### src/include/rst_settings.svh
// Timing constants for the reset controller; widths must hold the counts they size
`ifndef RST_SETTINGS_SVH
`define RST_SETTINGS_SVH

// ============================================================
// Watchdog
// ============================================================

// Idle cycles without a kick before a watchdog reset request
// Picked above 255 so the count crosses the 8-bit carry
`define RST_WDT_TIMEOUT 16'd300

// ============================================================
// Power pin filter
// ============================================================

// Consecutive synchronized low samples needed to accept the pin
`define RST_PWR_FILTER 3'd4
`define RST_PWR_FILTER_W 3

// ============================================================
// Reset stretching
// ============================================================

// Cycles system_reset stays high after the last request is gone
`define RST_STRETCH 4'd8
`define RST_STRETCH_W 4

`endif

### src/design/rst_pkg.sv
// Shared reset controller types; cause code 3 is unused and never produced
package rst_pkg;

    // ============================================================
    // Reset cause
    // ============================================================

    // Lower code means higher priority when sources overlap
    typedef enum logic [1:0] {
        CAUSE_POWER    = 2'd0,
        CAUSE_EXTERNAL = 2'd1,
        CAUSE_WATCHDOG = 2'd2
    } reset_cause_e;

    // ============================================================
    // Sequencer state
    // ============================================================

    // SEQ_ASSERT is the state left behind by the external reset
    typedef enum logic [1:0] {
        SEQ_ASSERT,
        SEQ_STRETCH,
        SEQ_IDLE
    } seq_state_e;

endpackage

### src/design/reset_req_if.sv
// Reset request bundle between filter, watchdog and sequencer; all signals are plain levels
interface reset_req_if;

    // Filtered power pin request, high while the pin is held low
    logic        pwr_req;

    // Watchdog timeout request, high while count is past the limit
    logic        wdt_req;

    // Keeps the watchdog cleared while a reset is in progress
    logic        wdt_hold;

    // Current watchdog count, shown at the top level
    logic [15:0] wdt_count;

    modport filter (
        output pwr_req
    );

    modport watchdog (
        output wdt_req,
        output wdt_count,
        input  wdt_hold
    );

    modport sequencer (
        input  pwr_req,
        input  wdt_req,
        input  wdt_count,
        output wdt_hold
    );

endinterface

### src/design/prefix_adder16.sv
// Fixed 16-bit combinational adder; no pipelining, carry path is four prefix levels deep
module prefix_adder16 (
    input  logic [15:0] a,
    input  logic [15:0] b,
    input  logic        cin,
    output logic [15:0] sum,
    output logic        cout
);

    // ============================================================
    // Bit level generate and propagate
    // ============================================================

    logic [15:0] p;
    logic [15:0] g;

    // Group terms per level, level 0 is the bit level
    // gl[k][i] covers bits down to max(0, i - 2^k + 1), plus cin
    logic [4:0][15:0] gl;
    // Group propagate only needed up to the last merging level
    logic [3:0][15:0] pl;

    assign p = a ^ b;
    assign g = a & b;

    // Carry in treated as a generate entering bit 0
    assign gl[0] = {g[15:1], g[0] | (p[0] & cin)};
    assign pl[0] = p;

    // ============================================================
    // Prefix network, spans 1, 2, 4, 8
    // ============================================================

    for (genvar s = 0; s < 4; s++) begin : g_level
        for (genvar i = 0; i < 16; i++) begin : g_bit
            if (i >= (1 << s)) begin : g_merge
                // Black cell
                assign gl[s+1][i] = gl[s][i] | (pl[s][i] & gl[s][i - (1 << s)]);
                if (s < 3) begin : g_prop
                    assign pl[s+1][i] = pl[s][i] & pl[s][i - (1 << s)];
                end
            end else begin : g_pass
                // Already complete down to bit 0, just buffered
                assign gl[s+1][i] = gl[s][i];
                if (s < 3) begin : g_prop
                    assign pl[s+1][i] = pl[s][i];
                end
            end
        end
    end

    // ============================================================
    // Sum and carry out
    // ============================================================

    // Carry into bit i is the full group generate of bits i-1..0
    assign sum  = p ^ {gl[4][14:0], cin};
    assign cout = gl[4][15];

endmodule

### src/design/watchdog_timer.sv
// Single clock watchdog; count saturates at all ones, kick and hold win over counting
`include "rst_settings.svh"

module watchdog_timer (
    input logic              clk,
    input logic              ext_reset_active,
    input logic              enable,
    input logic              watchdog_kick,
    reset_req_if.watchdog    req
);

    logic [15:0] count;
    logic [15:0] count_inc;
    logic        count_wrap;

    // Prefix adder used as incrementer, carry in supplies the +1
    prefix_adder16 u_adder (
        .a    (count),
        .b    (16'd0),
        .cin  (1'b1),
        .sum  (count_inc),
        .cout (count_wrap)
    );

    // ============================================================
    // Counter
    // ============================================================

    always_ff @(posedge clk) begin
        if (ext_reset_active) begin
            count <= '0;
        end else if (!enable || watchdog_kick || req.wdt_hold) begin
            count <= '0;
        end else if (!count_wrap) begin
            count <= count_inc;
        end
    end

    assign req.wdt_count = count;

    // Level request, drops once the sequencer holds the count at zero
    assign req.wdt_req = (count >= `RST_WDT_TIMEOUT);

    // ============================================================
    // Checks
    // ============================================================

    // A kick always restarts the count on the following edge
    a_kick_clears : assert property (
        @(posedge clk) disable iff (ext_reset_active)
        watchdog_kick |=> (req.wdt_count == 16'd0)
    ) else $error("watchdog count not cleared after kick");

endmodule

### src/design/reset_input_filter.sv
// Active-low power pin, async to clk; pulses under the filter length are ignored
`include "rst_settings.svh"

module reset_input_filter (
    input logic          clk,
    input logic          ext_reset_active,
    input logic          pwr_reset_n,
    reset_req_if.filter  req
);

    logic                         pin_meta;
    logic                         pin_sync;
    logic [`RST_PWR_FILTER_W-1:0] low_count;

    // ============================================================
    // Two flop synchronizer
    // ============================================================

    // Idles high so a fresh reset does not look like a power event
    always_ff @(posedge clk) begin
        if (ext_reset_active) begin
            pin_meta <= 1'b1;
            pin_sync <= 1'b1;
        end else begin
            pin_meta <= pwr_reset_n;
            pin_sync <= pin_meta;
        end
    end

    // ============================================================
    // Glitch filter
    // ============================================================

    // Saturating count of consecutive low samples
    always_ff @(posedge clk) begin
        if (ext_reset_active) begin
            low_count <= '0;
        end else if (pin_sync) begin
            low_count <= '0;
        end else if (low_count != `RST_PWR_FILTER) begin
            low_count <= low_count + 1'b1;
        end
    end

    assign req.pwr_req = (low_count == `RST_PWR_FILTER);

    // A request can only start while the synchronized pin is low
    a_no_rise_when_high : assert property (
        @(posedge clk) disable iff (ext_reset_active)
        $rose(req.pwr_req) |-> !pin_sync
    ) else $error("power request rose with pin high");

endmodule

### src/design/reset_sequencer.sv
// Cause is sticky and never reads as "none"; external reset doubles as this block's own reset
`include "rst_settings.svh"

module reset_sequencer (
    input  logic                  clk,
    input  logic                  ext_reset_active,
    reset_req_if.sequencer        req,
    output logic                  system_reset,
    output rst_pkg::reset_cause_e reset_source,
    output logic [15:0]           watchdog_count
);

    rst_pkg::seq_state_e        state;
    rst_pkg::seq_state_e        state_nx;
    rst_pkg::reset_cause_e      req_cause;
    logic                       any_req;
    logic [`RST_STRETCH_W-1:0]  stretch_cnt;

    // ============================================================
    // Request priority
    // ============================================================

    // External reset is taken by the reset branch of the state register
    assign any_req = req.pwr_req | req.wdt_req;

    always_comb begin
        if (req.pwr_req) begin
            req_cause = rst_pkg::CAUSE_POWER;
        end else begin
            req_cause = rst_pkg::CAUSE_WATCHDOG;
        end
    end

    // ============================================================
    // State machine
    // ============================================================

    always_comb begin
        state_nx = state;
        case (state)
            rst_pkg::SEQ_IDLE: begin
                if (any_req) begin
                    state_nx = rst_pkg::SEQ_ASSERT;
                end
            end
            rst_pkg::SEQ_ASSERT: begin
                if (!any_req) begin
                    state_nx = rst_pkg::SEQ_STRETCH;
                end
            end
            rst_pkg::SEQ_STRETCH: begin
                if (any_req) begin
                    state_nx = rst_pkg::SEQ_ASSERT;
                end else if (stretch_cnt == `RST_STRETCH - 1'b1) begin
                    state_nx = rst_pkg::SEQ_IDLE;
                end
            end
            default: state_nx = rst_pkg::SEQ_ASSERT;
        endcase
    end

    always_ff @(posedge clk) begin
        if (ext_reset_active) begin
            state        <= rst_pkg::SEQ_ASSERT;
            system_reset <= 1'b1;
            reset_source <= rst_pkg::CAUSE_EXTERNAL;
            stretch_cnt  <= '0;
        end else begin
            state        <= state_nx;
            system_reset <= (state_nx != rst_pkg::SEQ_IDLE);

            // Fresh latch from idle, otherwise only a stronger source overrides
            if (any_req && (state == rst_pkg::SEQ_IDLE || req_cause < reset_source)) begin
                reset_source <= req_cause;
            end

            if (state == rst_pkg::SEQ_STRETCH && !any_req) begin
                stretch_cnt <= stretch_cnt + 1'b1;
            end else begin
                stretch_cnt <= '0;
            end
        end
    end

    assign req.wdt_hold   = (state != rst_pkg::SEQ_IDLE);
    assign watchdog_count = req.wdt_count;

    // ============================================================
    // Checks
    // ============================================================

    a_req_gives_reset : assert property (
        @(posedge clk) disable iff (ext_reset_active)
        (req.pwr_req || req.wdt_req) |=> system_reset
    ) else $error("request not followed by system_reset");

    a_no_idle_with_req : assert property (
        @(posedge clk) disable iff (ext_reset_active)
        (state == rst_pkg::SEQ_STRETCH && (req.pwr_req || req.wdt_req))
            |=> (state != rst_pkg::SEQ_IDLE)
    ) else $error("stretch ended while a request was present");

endmodule

### src/design/reset_ctrl_top.sv
// One clock domain only; power pin is the sole async input, reset_source holds cause codes 0-2
module reset_ctrl_top (
    input  logic        clk,
    input  logic        ext_reset_active,
    input  logic        enable,
    input  logic        watchdog_kick,
    input  logic        pwr_reset_n,
    output logic        system_reset,
    output logic [1:0]  reset_source,
    output logic [15:0] watchdog_count
);

    // Request bundle shared by the three blocks
    reset_req_if req_bus ();

    // ============================================================
    // Reset sources
    // ============================================================

    reset_input_filter u_filter (
        .clk              (clk),
        .ext_reset_active (ext_reset_active),
        .pwr_reset_n      (pwr_reset_n),
        .req              (req_bus.filter)
    );

    watchdog_timer u_watchdog (
        .clk              (clk),
        .ext_reset_active (ext_reset_active),
        .enable           (enable),
        .watchdog_kick    (watchdog_kick),
        .req              (req_bus.watchdog)
    );

    // ============================================================
    // Sequencer
    // ============================================================

    // Cause enum leaves through the plain 2-bit port
    reset_sequencer u_sequencer (
        .clk              (clk),
        .ext_reset_active (ext_reset_active),
        .req              (req_bus.sequencer),
        .system_reset     (system_reset),
        .reset_source     (reset_source),
        .watchdog_count   (watchdog_count)
    );

endmodule

### config.mk
export PLATFORM = sky130hd
export DESIGN_NAME = reset_ctrl_top
export DESIGN_NICKNAME = d
export VERILOG_FILES = /design/src/design/rst_pkg.sv /design/src/design/reset_req_if.sv /design/src/design/prefix_adder16.sv /design/src/design/watchdog_timer.sv /design/src/design/reset_input_filter.sv /design/src/design/reset_sequencer.sv /design/src/design/reset_ctrl_top.sv
export VERILOG_INCLUDE_DIRS = /design/src /design/src/include
export SDC_FILE = /design/constraint.sdc
export NUM_CORES = 1
export LEC_CHECK = 0
export ABC_AREA = 0
export BUFFER_PORTS_ARGS = -buffer_cell sky130_fd_sc_hd__buf_2
export CORE_ASPECT_RATIO = 0.6
export CORE_MARGIN = 2
export CORE_UTILIZATION = 46
export CTS_CLUSTER_DIAMETER = 120
export DETAILED_ROUTE_END_ITERATION = 10
export GPL_TIMING_DRIVEN = 0
export PLACE_DENSITY_LB_ADDON = 0.3
export SLEW_MARGIN = 30
export SYNTH_ARGS = -nofsm -noshare
export SYNTH_HDL_FRONTEND = slang
export SYNTH_SLANG_ARGS = --single-unit
export TNS_END_PERCENT = 30
### constraint.sdc
create_clock -name clk -period 2.6 [get_ports clk]
set_input_delay 0.13 -clock clk [delete_from_list [all_inputs] [get_ports clk]]
set_output_delay 0.13 -clock clk [all_outputs]
set_load 0.01 [all_outputs]
### Word-level counts from Yosys, hierarchy flattened

Index checks and enable logic that the tools add are counted.

* $add $sub $neg: 2
* multipliers: 0
* divide/modulo/power cells: 0
* $lt $le $gt $ge: 2
* equality and inequality tests: 7
* shifts and indexed selects: 0
* muxes and demuxes: 6
* bitwise operators: 52
* reduce and logical (&&, ||, !) cells: 11

Operator list (number)
* $and 1x1->1: 49
* $ge 16x9->1 const B: 1
* $xor 16x16->16: 1
* $mux 2: 5
* $pmux 2 s3: 1
* $reduce_or 2->1: 3
* $add 4x1->4 const B: 1
* $eq 4x3->1 const B: 1
* $ne 2x2->1 const B: 2
* $add 3x1->3 const B: 1
* $eq 3x3->1 const B: 1
* $logic_or 1x1->1: 3
* $ne 3x3->1 const B: 1
* $eq 2x1->1 const B: 1
* $eq 2x2->1 const B: 1
* $logic_and 1x1->1: 2
* $logic_not 1->1: 2
* $logic_not 2->1: 1
* $lt 2x2->1: 1
* $not 1->1: 1
* $or 1x1->1: 1

* flip-flop bits (word level): 30
* latch bits: 0
* memory bits (writable): 0
* memory bits (read-only): 0
* output and inout bits: 19
* memories: 0

### Depth between registers and ports, before layout

* depth after elaboration: 6
* gate-level depth with buffers: 10

### By module

From an unflattened synthesis, not the netlist that was laid out.

* cells, all modules: 243
* area, all modules: 2199.6 um2

Modules (own cells, without submodules)
* prefix_adder16: instances 1, cells each 107, area an instance 837.1 um2
* watchdog_timer: instances 1, cells each 61, area an instance 634.4 um2
* reset_sequencer: instances 1, cells each 54, area an instance 506.7 um2
* reset_input_filter: instances 1, cells each 21, area an instance 221.5 um2

### Worst setup path after synthesis

Ideal clock, no wire load.

* path kind: flip-flop to flip-flop
* from: register u_watchdog.count[0], in the netlist u_watchdog.req.wdt_count[0]
* to: register u_watchdog.count[14], in the netlist u_watchdog.req.wdt_count[14]
* setup time: 116 ps
* arrival: 1979 ps
* required time: 2484 ps
* path slack: 504 ps
* stages on the path, launching flop included: 7
* buffers on the path: 1
* clock period less this slack: 2096 ps
* cells stage by stage: dfxtp_1 > ha_1 > buf_2 > inv_1 > or4_4 > or4b_1 > o211a_1

* cells in the longest elaborated chain, start to end: 4
* elaborated cells between the ends (all ways): 7

RTL lines
* start, declared: RTL line watchdog_timer.sv:12 `logic [15:0] count;`
* start signal, assigned: RTL line watchdog_timer.sv:35 `count <= count_inc;`
* $and 1x1->1 (*)
* $and 1x1->1
* $and 1x1->1, on equally long branches
* $xor 16x16->16 / $and 1x1->1 (equally long branches): RTL line prefix_adder16.sv:57, prefix_adder16.sv:38

Mark *: on every way between the ends. The rest lies on a longest branch, timed or not.
A chain may end at the register's enable or synchronous reset.

### Final worst setup path

Ends and elaborated chain as after synthesis.

==> summary.txt <==
STA
  – RSZ-0062 raised after global routing: no
  – Slew margin rel.: 0.4858
  – Fmax: 453.1 MHz
  – Final worst setup slack: 392.9 ps
  – Tmin final: 2207 ps
  – Slew @ Worst Pin: 764.2 ps
  – Hold WS: 55.27 ps
  – Setup-failing EPs final: 0
  – Final worst path period share: 0.8489
  – Fin. Hold Viols: 0
  – Setup TNS: 0 ps
  – Worst Clk Skew: between 7 and 8 ps
  – Slew Viols, Final: 0

Power
  – Leakage: between 0.6 and 0.7 nW
  – Pwr Density: 501.2 nW/um^2
  – Worst IR drop on VDD: approximately 0.29 mV

Worst setup path
  – R2R Setup Slk: 390 ps
  – Crit-path cells: ha_1, buf_2, inv_1, or4_4, or4b_1, o211a_1
  – Worst-path maximum fanout: 9
  – Slowest stage cell, crit path: or4_4
  – CP bufs+invs: 2
  – Crit end category: flop
  – Worst path required time: 2760 ps
  – Crit path kind: flop to flop
  – Worst r2r src: u_watchdog.req.wdt_count[0]
  – Critical Path Start Type: flop
  – Worst path arrival time: 2370 ps
  – Crit path largest cell delay: 560 ps
  – Worst r2r path cells: 6
  – Crit Reg-Reg Endpoint: u_watchdog.req.wdt_count[14]
  – Worst path top cell family by delay: simple AND/OR/NAND/NOR gates

Clock network
  – Max Root-Sink Buffers: 2
  – H-tree Lvls: 2
  – Hold buffers post-CTS: 0
  – Post-CTS sizing: 0
  – CTS tree: built
  – Sinks on the clock net: 30
  – CTS Buf Count: 5
  – Root buf cell: clkbuf_8
  – Setup bufs post-CTS: 0
  – Clock Pin Slew Worst Setup and Hold Paths: 60 ps
  – Clk Latency, worst-skew pair: about 280 ps

Drt
  – Via density: 5.785
  – DRT Wirelength: 3257 um
  – Antenna-violating nets left: 0
  – Metal2 WL: 1383 um
  – Met3 WL: approximately 270 um
  – Vias: 1371
  – WL met1: approximately 1600 um
  – DRC: 0
  – Average wire per standard cell: 13.74 um
  – DR iter-0 viols: 170
  – DR pass1 iterations: 4
  – Top sig layer: met4

Logic synthesis
  – Post-Syn Instances: 165
  – Number of synthesized flops with an enable pin: 0
  – Dominant register cell in the synthesized netlist: dfxtp_1
  – Sequential area share after synthesis: 0.4131
  – Synth Register Bits: 30
  – Ys async rst share: 0
  – Netlist Area Pre-Place: 1454 sq um
  – Most area-hungry cell type in the Yosys netlist: dfxtp_1
  – Synth warn: 0
  – Syn avg cell area: 8.811 sq um
  – Unique cell type count in the Yosys netlist: 42
  – Top cells by area, synth: dfxtp_1 41%, ha_1 4.3%, o21ai_0 3.4%
  – Post-synth top area share: 0.4131
  – Syn_nets: 175

Min path
  – Type of the tightest min-delay check: input pin to flop
  – Hold depth: 2
  – Worst Hold End: u_filter.pin_meta
  – Hold Path Origin: pwr_reset_n

Die
  – Site Rows: 15
  – Area of the die: roughly 3600 sq um
  – Ports: 24
  – Starting Density: 0.4934
  – Die H: between 40 and 50 um
  – Core box area: 2947 sq um
  – Die Width: 76.58 um

Placement
  – Placement Setup Slack: 430.6 ps
  – Dpl hpwl: 2433 um
  – Number of buffers added on ports: 22
  – Gpl congestion: between 0.8 and 0.9

Run status
  – Outcome: completed

Finish
  – ANT cells: 0
  – Share of cells above drive strength 1: 0.2051
  – NumNets Final: 204
  – P&R area growth vs syn: 17.47%

Global route
  – First-pass GRT wire length: approximately 5600 um
  – GRT overflow: 0
  – Number of global-route vias before repair: 1240
  – Initial antenna violation count: 0
  – Largest net degree at the start of global routing: 11
  – Gr usage total: 0.2038

Flow run
  – MaxCap Viol Count: 0
cell usage in the layout, fill, tap and decap left out, types with 2 or more instances in the layout:
cell type	count
a211oi_1	3
a21oi_1	5
a31o_2	2
a31oi_1	6
and2_1	2
and3_1	3
and4_1	3
buf_2	24
clkbuf_1	5
clkbuf_8	6
dfxtp_1	30
ha_1	5
inv_1	8
mux2i_1	4
nand2_1	10
nand2b_1	2
nand3_1	9
nand4_1	4
nor2_1	10
nor2b_1	3
nor3_1	7
nor4_1	5
o211a_1	2
o211ai_1	2
o21ai_0	10
or2_2	2
or3_1	3
or4_1	2
xnor2_1	2
xor2_1	2
worst reg2reg max path, stage by stage (launching register included):
cell and delay (ps):
dfxtp_1 460, ha_1 180, buf_2 200, inv_1 100, or4_4 560, or4b_1 470
o211a_1 130
per-layer routing:
layer	global-route usage	up-vias
met5	0	-
met4	0.08364	0
met3	0.06792	6
met2	0.3274	52
met1	0.2629	636
li1	-	677
state kept, by name, indices dropped and copies added (netlist names):
register,flops
u_filter.low_count,3
u_filter.pin_meta,1
u_filter.pin_sync,1
u_sequencer.reset_source,2
u_sequencer.state,2
u_sequencer.stretch_cnt,4
u_sequencer.system_reset,1
u_watchdog.req.wdt_count,16
report_power, final:
group          leakage (nW)  internal, mW  switching, mW
Clock                0.0482         0.213          0.162
Combinational         0.390       0.00690        0.00754
Sequential            0.243         0.464        0.00261
Yosys cell counts, types with 2 or more instances:
master / count
nand2_1: 10
buf_2: 2
ha_1: 5
a21oi_1: 5
xnor2_1: 2
o211a_1: 2
nor2_1: 10
a211oi_1: 3
nor3_1: 7
a31o_2: 2
or3_1: 3
and2_1: 2
inv_1: 8
clkbuf_1: 4
nand2b_1: 2
and3_1: 3
a31oi_1: 6
nand3_1: 9
and4_1: 3
nor4_1: 5
mux2i_1: 4
nor2b_1: 3
o21ai_0: 10
nand4_1: 4
dfxtp_1: 30
o211ai_1: 2
or2_2: 2
or4_1: 2
xor2_1: 2
cells by family (layout without fill, tap and decap cells):
family          after synthesis  count (layout)  share of synthesized area
simple gates                 71              71                     0.2849
compound gates               37              37                     0.1695
flops                        30              30                     0.4131
buf+inv                      14              44                    0.03786
fa+ha+maj                     5               5                    0.04303
xor+xnor                      4               4                    0.02410
mux                           4               4                    0.02754
worst max-delay path by stage:
stage          slack, ps  depth (start not counted)                            to                        start
2_1_floorplan        500                          6  u_watchdog.req.wdt_count[14]  u_watchdog.req.wdt_count[0]
3_3_place_gp         440                          6  u_watchdog.req.wdt_count[14]  u_watchdog.req.wdt_count[0]
3_5_place_dp         430                          6  u_watchdog.req.wdt_count[14]  u_watchdog.req.wdt_count[0]
4_1_cts              410                          6  u_watchdog.req.wdt_count[14]  u_watchdog.req.wdt_count[0]
5_1_grt              280                          6  u_watchdog.req.wdt_count[14]  u_watchdog.req.wdt_count[0]
6_report             390                          6  u_watchdog.req.wdt_count[14]  u_watchdog.req.wdt_count[0]
area by class of cell:
type	count	area [sq um]
fill	283	1239
timing repair buffer	22	110.1
sequential	30	600.6
inverter	8	30.03
tap	42	52.55
buffer	6	25.02
multi-input combinational	121	798.3
clock inverter	1	5.005
clock buffer	7	86.33
per-stage QoR:
stage	total power, mW	cells	instance area [sq um]	utilization
6_report	0.8560	237	1708	0.5796
2_1_floorplan	0.4861	165	1454	-
3_5_place_dp	0.4915	229	1617	0.5486
3_3_place_gp	0.4903	229	1617	0.5486
5_1_grt	0.8931	237	1708	0.5796
4_1_cts	0.8659	237	1708	0.5796
No activity file was read; power rests on OpenSTA's default activity.
